--- src/hw/core_config.svh ---
`ifndef CORE_CONFIG_SVH
`define CORE_CONFIG_SVH

`define XLEN       32   // data and address width
`define DMEM_WORDS 256  // data ram depth, power of two
`define NREGS      32

`endif

--- src/hw/rv_isa_pkg.sv ---
package rv_isa_pkg;

    // ########################################################################
    // machine csr addresses
    // ########################################################################
    typedef enum logic [11:0] {
        MTVEC          = 12'h305,
        MSCRATCH       = 12'h340,
        MEPC           = 12'h341,
        MCAUSE         = 12'h342
    } csr_addr_e;

    // low bits of funct3 for csrrw / csrrs / csrrc
    typedef enum logic [1:0] {
        CSR_RW = 2'b01,
        CSR_RS = 2'b10,
        CSR_RC = 2'b11
    } csr_op_e;

    // ########################################################################
    // memory access size, as funct3[1:0]
    // ########################################################################
    typedef enum logic [1:0] {
        SZ_B = 2'b00,
        SZ_H = 2'b01,
        SZ_W = 2'b10
    } mem_size_e;

    localparam int unsigned CAUSE_ECALL_M = 11;  // environment call from m-mode

endpackage

--- src/hw/csr_file.sv ---
`timescale 1ns/1ps
`include "core_config.svh"

module csr_file (
    input  logic                    clock,
    input  logic                    reset,
    input  logic                    csr_en_i,
    input  rv_isa_pkg::csr_op_e     csr_op_i,
    input  rv_isa_pkg::csr_addr_e   csr_addr_i,
    input  logic [`XLEN-1:0]        csr_src_i,
    input  logic                    trap_en_i,
    input  logic [`XLEN-1:0]        trap_pc_i,
    output logic [`XLEN-1:0]        csr_rdata_o,
    output logic [`XLEN-1:0]        mtvec_o
);
    import rv_isa_pkg::*;

    logic [`XLEN-1:0] mscratch_q;
    logic [`XLEN-1:0] mtvec_q;
    logic [`XLEN-1:0] mepc_q;
    logic [`XLEN-1:0] mcause_q;
    logic [`XLEN-1:0] csr_new;

    always_comb begin
        case (csr_addr_i)
            MSCRATCH: csr_rdata_o = mscratch_q;
            MTVEC:    csr_rdata_o = mtvec_q;
            MEPC:     csr_rdata_o = mepc_q;
            MCAUSE:   csr_rdata_o = mcause_q;
            default:  csr_rdata_o = '0;
        endcase
    end

    // read-modify-write on the old value
    always_comb begin
        case (csr_op_i)
            CSR_RW:  csr_new = csr_src_i;
            CSR_RS:  csr_new = csr_rdata_o | csr_src_i;
            CSR_RC:  csr_new = csr_rdata_o & ~csr_src_i;
            default: csr_new = csr_rdata_o;
        endcase
    end

    always_ff @(posedge clock) begin
        if (reset) begin
            mscratch_q <= '0;
            mtvec_q    <= '0;
            mepc_q     <= '0;
            mcause_q   <= '0;
        end else if (trap_en_i) begin
            mepc_q   <= trap_pc_i;
            mcause_q <= `XLEN'(CAUSE_ECALL_M);
        end else if (csr_en_i) begin
            case (csr_addr_i)
                MSCRATCH: mscratch_q <= csr_new;
                MTVEC:    mtvec_q    <= csr_new;
                MEPC:     mepc_q     <= csr_new;
                MCAUSE:   mcause_q   <= csr_new;
                default:  ;
            endcase
        end
    end

    assign mtvec_o = {mtvec_q[`XLEN-1:2], 2'b00};  // direct mode only

    a_csr_addr_known: assert property (@(posedge clock) disable iff (reset)
        csr_en_i |-> csr_addr_i inside {MSCRATCH, MTVEC, MEPC, MCAUSE});

endmodule

--- config.mk ---
export PLATFORM = sky130hd
export DESIGN_NAME = csr_file
export DESIGN_NICKNAME = d
export VERILOG_FILES = /design/src/hw/rv_isa_pkg.sv /design/src/hw/csr_file.sv
export VERILOG_INCLUDE_DIRS = /design/src /design/src/hw
export SDC_FILE = /design/constraint.sdc
export NUM_CORES = 1
export LEC_CHECK = 0
export ABC_AREA = 1
export BUFFER_PORTS_ARGS = -buffer_cell sky130_fd_sc_hd__buf_2
export CAP_MARGIN = 20
export CORE_UTILIZATION = 40
export CTS_CLUSTER_SIZE = 10
export DETAILED_ROUTE_END_ITERATION = 6
export PLACE_DENSITY = 0.7
export SLEW_MARGIN = 20
export SYNTH_ARGS = -nofsm -noshare
export SYNTH_HDL_FRONTEND = slang
export SYNTH_SLANG_ARGS = --single-unit
--- constraint.sdc ---
create_clock -name clock -period 1.4 [get_ports clock]
set_input_delay 0.14 -clock clock [delete_from_list [all_inputs] [get_ports clock]]
set_output_delay 0.14 -clock clock [all_outputs]
set_load 0.01 [all_outputs]
# ---- Word-level counts from Yosys, hierarchy flattened
# Index checks and enable logic that the tools add are counted.
dict set report word_totals {
  output_inout_bits 64
  word_cells 33
  inputBits 82
  regBits 128
}
dict set report op_classes {
  n_bitwise 4
  mux 8
  reduce_logical 9
  eq_ne 7
}
# operator n
set op_table {}
lappend op_table {{one-hot mux 32 bit (4 select lines)} 1}
lappend op_table {{two-way mux 32 bit} 3}
lappend op_table {{one-hot mux 32 bit (3 select lines)} 1}
lappend op_table {{== test 12 x 10 -> 1 bit (second input constant)} 4}
lappend op_table {{AND 32 bit} 1}
lappend op_table {{inverter 32 bit} 1}
lappend op_table {{bitwise OR 32 bit} 1}
lappend op_table {{two-way mux 4 bit} 3}
lappend op_table {{AND reduction 2 bit} 3}
lappend op_table {{AND reduction 3 bit} 2}
lappend op_table {{nonzero test 2 bit} 3}
lappend op_table {{== test 2 bit (second input constant)} 2}
lappend op_table {{== test 2 x 1 -> 1 bit (second input constant)} 1}
lappend op_table {{OR reduction 2 bit} 1}
lappend op_table {{inverter 1 bit} 1}

# ---- Logic depth before layout (Yosys ltp)
# Gate-level depths: netlist of run 1.
dict set report logic_depth {
  word_depth 7
  depth_mapped 12
  mapped_depth_nobuf 10
}

# ---- Worst setup path before layout of run 1
# OpenSTA, ideal clock, no wires.
dict set report synth_path {
  path_type {in2reg}
  start {input csr_addr_i[9]}
  end {register mtvec_q[23]}
  required_ns 1.285
  arrival_time_ns 1.193
  n_path_buf 1
  path_stages 11
  slack_ns 0.091
  setup_time_ns 0.115
  cell_sequence {nand2_1 inv_1 nand2_2 clkinv_1 buf_2 nand3_1 nand2_1 o21ai_1 nand2_2 o21ai_0 inv_1}
}
dict set report synth_via {
  elab_chain_len 4
  elab_cells_between_ends 9
  cone_classes {4 x eq/ne; 2 x mux; 2 x bitwise; 1 x reduce/logical}
}
# item line
set synth_lines {}
lappend synth_lines {{from (decl)} csr_file.sv:9} ;# input rv_isa_pkg::csr_addr_e csr_addr_i,
lappend synth_lines {{== test 12 x 10 -> 1 bit, on equally long branches} {csr_file.sv:25, csr_file.sv:54}}
lappend synth_lines {{one-hot mux 32 bit (4 select lines)} csr_file.sv:25} ;# case (csr_addr_i)
lappend synth_lines {{AND 32 bit / bitwise OR 32 bit (equally long branches)} {csr_file.sv:39, csr_file.sv:38}}
lappend synth_lines {{one-hot mux 32 bit (3 select lines)} csr_file.sv:36} ;# case (csr_op_i)
lappend synth_lines {{to (signal assigned)} csr_file.sv:56} ;# MTVEC: mtvec_q <= csr_new;
lappend synth_lines {{to (decl)} csr_file.sv:19} ;# logic [`XLEN-1:0] mtvec_q;
# Parallel ways exist; a longest one is shown, timed or not.
# A chain may end at the register's enable or synchronous reset.

# ---- Final worst setup path of run 1
dict set report layout_path {
  start {input csr_addr_i[5]}
  end {output csr_rdata_o[0]}
}
dict set report layout_via {
  elab_chain_len 2
  elab_cells_between_ends 5
  cone_classes {4 x eq/ne; 1 x mux}
}
# item line
set layout_lines {}
lappend layout_lines {{== test 12 x 10 -> 1 bit} csr_file.sv:25}
lappend layout_lines {{one-hot mux 32 bit (4 select lines) (*)} csr_file.sv:25}
lappend layout_lines {{to (decl)} csr_file.sv:13} ;# output logic [`XLEN-1:0] csr_rdata_o,
# Mark *: on every way between the ends. The rest lies on a longest branch, timed or not.

==> results of run 1 <==
worst paths after layout:
| kind | endpoint | depth (start not counted) | from | slack [ns] |
|---|---|---|---|---|
| worst max-delay path | csr_rdata_o[0] | 8 | csr_addr_i[5] | -0.12 |
| worst max register to register | mscratch_q[4]$_SDFFE_PP0P_ | 6 | mcause_q[4]$_SDFFE_PP0P_ | 0.23 |
| worst min-delay path | mepc_q[26]$_SDFFE_PP0P_ | 5 | trap_pc_i[26] | 0.05 |
| worst min register to register | mscratch_q[3]$_SDFFE_PP0P_ | 4 | mscratch_q[3]$_SDFFE_PP0P_ | 0.54 |
sequential cells by signal, summed over array words and instances, names as in the netlist:
name        count
mscratch_q     32
mtvec_q        32
mepc_q         32
mcause_q       32
power by group:
| group | switching, uW | total (uW) | internal [uW] |
|---|---|---|---|
| Sequential | 36.7 | 3740 | 3700 |
| Clock | 1690 | 4440 | 2750 |
| Combinational | 555 | 872 | 317 |
Yosys cell counts:
master / n
nor2_8: 1
nand2_2: 11
o21ai_0: 92
xor2_1: 1
clkbuf_1: 44
nand4_1: 32
buf_4: 32
nor2_1: 6
nor2_2: 4
o21ai_1: 68
clkinv_1: 2
inv_1: 230
nand3_2: 15
dfxtp_1: 128
and2_1: 1
nor2_4: 1
inv_2: 1
buf_8: 2
buf_2: 26
nand2_1: 221
o21bai_1: 3
buf_1: 2
nand3_1: 152
conb_1: 1
a21oi_1: 125
buf_6: 5
repair_timing:
action                                  CTS  global route
gates cloned                              4             7
endpoints found under the setup margin   32            33
gates resized for setup                  28            62
setup buffers                            15             5
pin swaps                                11            27
placed cells by master (no fill, tap or decap), types with 5 or more instances in the layout:
cell type / netlist / layout
inv_1: 230 / 226
buf_4: 32 / 28
nand3_2: 15 / 54
buf_2: 26 / 138
nor2_4: 1 / 8
nand2_2: 11 / 9
dfxtp_1: 128 / 128
o21ai_1: 68 / 69
nand2_1: 221 / 221
clkinv_2: 0 / 5
nand3_4: 0 / 12
inv_2: 1 / 5
clkbuf_16: 0 / 24
nand4_1: 32 / 32
nand3_1: 152 / 101
o21ai_0: 92 / 91
buf_12: 0 / 32
buf_6: 5 / 7
a21oi_1: 125 / 124
metal layers:
layer | vias up | global-route usage (%)
li1 | 4106 | -
met1 | 3761 | 31.8
met2 | 421 | 41.7
met3 | 64 | 5.30
met4 | 0 | 11.5
met5 | - | 0
area by class of cell:
type,count,area (um2)
inverters,233,875
clock inverters,10,109
repair buffers,213,1820
clock buffers,22,474
fillers,1761,8590
well taps,234,293
multi-input cells,735,3980
flip-flops and latches,128,2560
per-stage QoR:
stage / power [uW] / cell area, um2 / util, % / TNS [ns] / setup slack [ns]
6_report: 9050 / 10100 / 54.1 / -1.45 / -0.119
5_1_grt: 9320 / 10100 / 54.1 / -3.95 / -0.169
4_1_cts: 9060 / 9660 / 51.6 / -2.08 / -0.0971
3_5_place_dp: 4600 / 8660 / 46.3 / -28.27 / -0.288
3_3_place_gp: 4590 / 8660 / 46.3 / -24.69 / -0.237
2_1_floorplan: 4220 / 7630 / - / 0 / 0.0915
logic make-up after synthesis:
group	synth area share [%]
xor gates and xnor gates	0.115
DFF	33.6
buffers and inverters	19.7
and+or+nand+nor	27.5
other	0.0492
AOI/OAI and AO/OA	19.0
worst register-to-register path: stages (launching register included):
cell and delay [ns]:
dfxtp_1 0.32, nand3_1 0.13, nand2_1 0.07, o21ai_1 0.14, nand2_1 0.13, o21ai_0 0.22, inv_1 0.06
==> flow_summary_export.csv, run 1 <==
group,metric,value,unit
status,status,"finished with violations",
status,violations,"negative setup slack",
routing,m1WireLength,10400,um
power,powerDensity,895,mW/mm2
routing,wire_per_inst,16.1,um
global_route,grt_first_pass_wirelength,39000,um
worst_setup_path,crit_family,"simple AND/OR/NAND/NOR gates",
layout,antennaDiodeCount,0,
synthesis,syn_area,0.00762,mm2
sta,finalMaxSlewViolations,0,
global_route,antenna_found_initial,0,
routing,ant_nets,0,
synthesis,yosysSeqAreaShare,33.6,%
layout,syn2layout_area_growth,32.7,%
synthesis,yosysUniqueCellTypes,26,
clock_network,root_buffer,"clkbuf_16",
routing,drtIter0Drc,655,
sta,period_share,109,%
synthesis,synth_top_area_share,33.6,%
global_route,grt_pass1_vias,7635,
layout,final_cells,1575,
global_route,grt-ovfl-total,0,
worst_setup_path,cp_slowest_cell,"nand4_1",
power,p_leak,0.00532,uW
power,ir_drop,0.000827,V
layout,num-nets-final,1410,
clock_network,cts_sinks,128,
layout,drive_gt1_share,25.1,%
routing,num_vias,8352,
worst_setup_path,required,1.26,ns
routing,post_drt_via_cell_ratio,5.30,
synthesis,synth_cells,1206,
clock_network,path_clk_slew,0.06,ns
flow_run,cap_violations,0,
floorplan,die_width,140,um
placement,portBuffers,143,
floorplan,core,0.0187,mm2
sta,finalClockSkew,0.00900,ns
synthesis,yosys_warnings,0,
sta,hold_viol,0,
sta,finalWorstSetupSlack,-0.119,ns
routing,drc,0,
sta,rsz0062_at_grt,"yes",
worst_setup_path,max_stage_delay,0.21,ns
routing,dr_wl_met2,11800,um
routing,top_layer,"met4",
floorplan,design.die.area,0.0196,mm2
worst_setup_path,cp-start-kind,"input port",
global_route,grt_max_degree,52,
floorplan,die_y,140,um
sta,setup_viol,30,
worst_setup_path,cp_max_fo,10,
synthesis,synth_seq_cells,128,
clock_network,cts-buffers-inserted,17,
placement,place_inst,1516,
floorplan,top_level_ports,146,
sta,max_freq,658,MHz
worst_setup_path,crit_buf_inv,3,
global_route,grt_use_total,25.3,%
worst_setup_path,worstPathCellList,"buf_6, nor2_4, nand3_2, nor2_4, buf_12, nand3_1, nand4_1, buf_2",
placement,dpl.hpwl,15400,um
clock_network,insertion_delay,0.42,ns
worst_setup_path,worstPathArrival,1.38,ns
worst_setup_path,end_kind,"output pin",
synthesis,synthDominantAreaCellType,"dfxtp_1",
min_path,hold_path_class,"in -> reg",
routing,routed_wirelength,25300,um
worst_setup_path,critPathKind,"in -> out",
floorplan,rows,50,
clock_network,cts_hold_buf,0,
worst_setup_path,cpMostUsedCell,"nor2_4",
routing,firstDrtPassIters,5,
clock_network,clockBufferDepth,2,
synthesis,postSynthAreaPerCell,6.32,um2
sta,whs,0.0476,ns
clock_network,h-tree-depth,4,
clock_network,cts_tree,"built",
floorplan,start_util,40.7,%
routing,dr_wl_met3,2250,um
placement,gp_congestion,0.851,
synthesis,synthTopCellsByArea,"dfxtp_1 (34%), inv_1 (11%), nand2_1 (11%)",
sta,period_minus_slack,1.52,ns
No activity file was read; power rests on OpenSTA's default activity.
==> run 2, diff against run 1 <==
==> constraint.sdc (replaced) <==
create_clock -name clock -period 1.73 [get_ports clock]
set_input_delay 0.0865 -clock clock [delete_from_list [all_inputs] [get_ports clock]]
set_output_delay 0.0865 -clock clock [all_outputs]
set_load 0.01 [all_outputs]
==> run 2 against run 1 <==
  * The flow now finishes without violations
  * Register-to-register slack improved by 0.39 ns
  * First-iteration DRC count fell by 4.1%
  * Final cell count fell by 1.7%
  * Die area did not move
  * Global-route usage fell by 1.3 points
  * Worst setup slack improved by 0.33 ns
  * Via count fell by 4.1%
  * Cell area fell by 9.1%
  * Worst hold slack got worse by 0.035 ns
  * Critical endpoint is now csr_rdata_o[2]
==> flow_summary_export.csv, run 2 (synthesis gave the netlist of run 1 again) <==
group,metric,value,unit
routing,routed_wirelength,23400,um
placement,place_inst,1506,
placement,portBuffers,143,
floorplan,die_width,140,um
power,pwr-share-seq,41.5,%
floorplan,design.die.area,0.0196,mm2
worst_setup_path,critPathKind,"in -> out",
worst_setup_path,cp_max_fo,55,
sta,period_share,87.5,%
sta,period_minus_slack,1.51,ns
sta,max_freq,660,MHz
worst_setup_path,max_stage_delay,0.26,ns
layout,final_cells,1549,
worst_setup_path,r2r_start,"mcause_q[1]$_SDFFE_PP0P_",
clock_network,root_buffer,"clkbuf_16",
clock_network,path_clk_slew,0.06,ns
sta,tns,0,ns
placement,placed_area,0.00850,mm2
routing,drtIter0Drc,628,
clock_network,cts_resized,0,
layout,antennaDiodeCount,0,
placement,pre_cts_ws,0.106,ns
floorplan,top_level_ports,146,
worst_setup_path,crit_family,"simple AND/OR/NAND/NOR gates",
clock_network,clockBufferDepth,2,
sta,finalMaxSlewViolations,0,
floorplan,start_util,40.7,%
layout,final_cell_mix,"inv_1 (230), nand2_1 (221), nand3_1 (152), buf_2 (142), dfxtp_1 (128)",
worst_setup_path,cpMostUsedCell,"buf_2",
routing,post_drt_via_cell_ratio,5.17,
power,p_int,5370,uW
clock_network,cts_tree,"built",
floorplan,core,0.0187,mm2
global_route,grt_max_degree,56,
layout,syn2layout_area_growth,20.6,%
clock_network,cts_sinks,128,
power,ir_drop,0.000677,V
placement,dpl.hpwl,14900,um
routing,firstDrtPassIters,5,
worst_setup_path,cp-start-kind,"input port",
global_route,antenna_found_initial,1,
floorplan,rows,50,
layout,drive_gt1_share,18.5,%
worst_setup_path,r2r_setup_slack,0.62,ns
global_route,grt_first_pass_wirelength,37200,um
sta,finalClockSkew,0.00942,ns
power,netSwitchingPower,1900,uW
global_route,grt_use_total,24.0,%
global_route,grt_pass1_vias,7276,
min_path,hold_path_class,"in -> reg",
routing,num_vias,8013,
layout,layout_commonest_cell,"inv_1",
power,p_leak,0.00503,uW
global_route,grt-ovfl-total,0,
sta,rsz0062_at_grt,"no",
power,switching_share,26.1,%
worst_setup_path,end_kind,"output pin",
placement,gp_congestion,0.825,
layout,num-nets-final,1384,
worst_setup_path,cp_slowest_cell,"buf_12",
clock_network,insertion_delay,0.42,ns
worst_setup_path,worstPathCellList,"buf_2, nor2_2, nand2_2, nor2_8, buf_12, nand3_1, nand4_1, buf_2",
clock_network,h-tree-depth,4,
routing,drc,0,
power,powerDensity,790,mW/mm2
floorplan,die_y,140,um
min_path,hold_start,"trap_pc_i[29]",
routing,ant_nets,0,
sta,finalWorstSetupSlack,0.216,ns
worst_setup_path,required,1.64,ns
power,pwr-share-clk,49.4,%
layout,final_design_area_no_fill,0.00919,mm2
power,p_comb_share,9.0,%
worst_setup_path,crit_buf_inv,3,
status,status,"finished, final reports clean",
sta,setup_viol,0,
worst_setup_path,worstPathArrival,1.43,ns
clock_network,cts-buffers-inserted,17,
flow_run,cap_violations,0,
sta,hold_viol,0,
sta,whs,0.0125,ns
worst_setup_path,startpoint,"csr_addr_i[5]",
routing,wire_per_inst,15.1,um
[run 2: cell count changes in the layout (fill, tap and decap cells not counted), sizes merged]
cell / delta
clkbuf: -12
inv: +3
buf: -30
dlygate4sd3: +11
clkinvlp: +2
[run 2: tightest hold or removal path: stages]
cell and delay [ns]:
buf_2 0.10, nand2_1 0.06, nand2_1 0.05, inv_1 0.04
a21oi_1 0.05
[run 2: area by class of cell]
class	instances	area, um2
fill	1864	9510
multi-input combinational	735	3600
sequential	128	2560
timing repair buffer	187	1280
inverter	233	875
clock buffer	17	425
tap	234	293
clock inverter	15	161
[run 2: per-stage QoR]
stage / utilization, % / total power [uW]
6_report: 49.2 / 7260
5_1_grt: 49.2 / 7520
4_1_cts: 49.2 / 7300
3_5_place_dp: 45.4 / 3710
3_3_place_gp: 45.4 / 3700
2_1_floorplan: - / 3420
[run 2: final timing paths]
check                                                 to  depth (start not counted)
worst max register to register   mtvec_q[1]$_SDFFE_PP0P_                          6
worst min-delay path             mepc_q[29]$_SDFFE_PP0P_                          5
worst min register to register  mcause_q[6]$_SDFFE_PP0P_                          4
worst max-delay path                      csr_rdata_o[2]                          8
[run 2: routing by layer]
metal	part of all wire, %	track usage [%]	up-vias	wire length [um]
met1	43	31.2	3582	10100
met5	0.034	0	-	8
met4	1.9	7.75	2	451
met2	47	39.9	350	10900
li1	-	-	4039	-
met3	8.2	4.72	40	1920
[run 2: power groups by stage]
| stage | Combinational (uW) | Clock (uW) | Sequential [uW] |
|---|---|---|---|
| finish | 656 | 3590 | 3020 |
| global route | 718 | 3790 | 3020 |
| CTS | 646 | 3640 | 3020 |
| detailed placement | 625 | 0 | 3080 |
| global placement | 619 | 0 | 3080 |
| floorplan | 341 | 0 | 3080 |
[run 2: what timing repair did]
action | 4_1_cts | 5_1_grt
endpoints found under the setup margin | 0 | 0
endpoints found under the hold margin | 11 | 0
buffers inserted | 0 | 0
hold buffers | 11 | 0
==> run 3, diff against run 2 <==
--- a/config.mk
+++ b/config.mk
@@ -7,7 +7,7 @@
 export NUM_CORES = 1
 export LEC_CHECK = 0
 export ABC_AREA = 1
-export BUFFER_PORTS_ARGS = -buffer_cell sky130_fd_sc_hd__buf_2
+export BUFFER_PORTS_ARGS = -buffer_cell sky130_fd_sc_hd__buf_4
 export CAP_MARGIN = 20
 export CORE_UTILIZATION = 40
 export CTS_CLUSTER_SIZE = 10
==> constraint.sdc (replaced) <==
create_clock -name clock -period 1.73 [get_ports clock]
set_input_delay 0.0865 -clock clock [delete_from_list [all_inputs] [get_ports clock]]
set_output_delay 0.0865 -clock clock [all_outputs]
set_load 0.02 [all_outputs]
==> run 3 against run 2 <==
  * Highest routed layer is now met4
  * Final cell count fell by 0.39%
  * Cell area up 2.5%
  * Fmax shrank 3.1%
  * Clock power decreased by 5%
  * Sequential cell count unchanged
  * Sequential power is essentially flat
  * Sequential share of layout area decreased by 0.67 points
  * Core utilization grew 1.2 points
==> flow_summary_export.csv, run 3 (synthesis gave the netlist of run 1 again) <==
group,metric,value,unit
status,status,"finished, final reports clean",
sta,finalWorstSetupSlack,0.168,ns
floorplan,rows,50,
worst_setup_path,cp-start-kind,"input port",
routing,firstDrtPassIters,5,
global_route,grt_first_pass_wirelength,37500,um
sta,max_freq,640,MHz
global_route,met3_usage,5.06,%
clock_network,h-tree-depth,4,
clock_network,clockBufferDepth,2,
min_path,whs_endpoint,"mepc_q[25]$_SDFFE_PP0P_",
placement,placed_area,0.00885,mm2
clock_network,insertion_delay,0.42,ns
floorplan,start_util,40.7,%
sta,finalClockSkew,0.00335,ns
flow_run,cap_violations,0,
placement,dpl.hpwl,15700,um
global_route,grt-ovfl-total,0,
power,powerDensity,755,mW/mm2
floorplan,design.die.area,0.0196,mm2
placement,portBuffers,143,
layout,layout_commonest_cell,"inv_1",
floorplan,die_width,140,um
layout,final_cell_mix,"inv_1 (230), nand2_1 (221), buf_4 (168), nand3_1 (152), dfxtp_1 (128)",
global_route,grt_use_met2,41.7,%
worst_setup_path,rr_endpoint,"mcause_q[16]$_SDFFE_PP0P_",
routing,wire_per_inst,15.5,um
power,p_leak,0.00506,uW
layout,syn2layout_area_growth,23.6,%
min_path,hold_start,"trap_pc_i[25]",
worst_setup_path,rr_worst_depth,6,
global_route,grt_use_total,24.5,%
floorplan,core,0.0187,mm2
floorplan,die_y,140,um
worst_setup_path,end_kind,"output pin",
routing,ant_nets,0,
worst_setup_path,r2r_start,"mepc_q[16]$_SDFFE_PP0P_",
layout,final_design_area_no_fill,0.00942,mm2
sta,hold_viol,0,
worst_setup_path,critPathKind,"in -> out",
routing,drtIter0Drc,538,
layout,num-nets-final,1380,
min_path,hold_path_class,"in -> reg",
layout,antennaDiodeCount,0,
global_route,grtUsageMet1,30.7,%
layout,drive_gt1_share,18.6,%
sta,period_minus_slack,1.56,ns
clock_network,cts_sinks,128,
routing,drc,0,
placement,gp_congestion,0.799,
clock_network,path_clk_slew,0.06,ns
global_route,antenna_found_initial,0,
routing,post_drt_via_cell_ratio,5.17,
placement,pre_cts_ws,0.0241,ns
min_path,hold_depth,5,
clock_network,cts-buffers-inserted,17,
worst_setup_path,r2r_setup_slack,0.63,ns
sta,finalMaxSlewViolations,0,
sta,period_share,90.3,%
clock_network,root_buffer,"clkbuf_16",
clock_network,cts_tree,"built",
worst_setup_path,worstPathArrival,1.48,ns
floorplan,top_level_ports,146,
sta,setup_viol,0,
worst_setup_path,cp_max_fo,19,
layout,final_util,50.4,%
worst_setup_path,required,1.64,ns
routing,num_vias,7980,
sta,rsz0062_at_grt,"no",
sta,whs,0.0159,ns
power,ir_drop,0.000584,V
worst_setup_path,startpoint,"csr_addr_i[5]",
global_route,grt_max_degree,49,
routing,routed_wirelength,23900,um
sta,tns,0,ns
global_route,grt_pass1_vias,7267,
global_route,busiest_layer,"met2",
## run 3: through the flow
| stage | total power [uW] | std cells |
|---|---|---|
| 2_1_floorplan | 3420 | 1207 |
| 3_3_place_gp | 3750 | 1511 |
| 3_5_place_dp | 3760 | 1511 |
| 4_1_cts | 7140 | 1543 |
| 5_1_grt | 7340 | 1543 |
| 6_report | 7110 | 1543 |
## run 3: critical path, cell delays in order
cell and delay [ns]:
buf_4 0.11, nor2_2 0.17, nand2_2 0.11, nor2_8 0.22, buf_4 0.29, nand3_1 0.14, nand4_1 0.17, buf_4 0.16
## run 3: where the power goes
group	internal [uW]	switching, uW	total [uW]
sequential	3000	23.4	3020
clock	2100	1300	3400
combinational	269	424	693
total	5360	1750	7110
## run 3: final cells by class
cell class	instances	area, um2
fillers	1882	9280
multi-input cells	735	3600
flip-flops and latches	128	2560
repair buffers	183	1540
inverters	233	875
clock buffers	24	492
well taps	234	293
clock inverters	6	57.6
## run 3: metal layers
metal,vias up,wire (um)
met1,3614,10400
met2,311,11400
li1,4024,-
met4,0,460
met5,-,0
met3,31,1630
## run 3: what timing repair did
item | 4_1_cts | 5_1_grt
buffers inserted | 0 | 0
hold endpoints to repair | 2 | 0
resized for setup | 0 | 0
hold buffers | 2 | 0
## run 3: how the worst max path moves through the flow
stage	end	slack (ns)	cells past startpoint
floorplan	mtvec_q[23]$_SDFFE_PP0P_	0.47	11
global placement	mepc_q[22]$_SDFFE_PP0P_	0.06	11
detailed placement	mepc_q[22]$_SDFFE_PP0P_	0.02	11
CTS	csr_rdata_o[28]	0.18	8
global route	csr_rdata_o[28]	0.09	8
finish	csr_rdata_o[28]	0.17	8
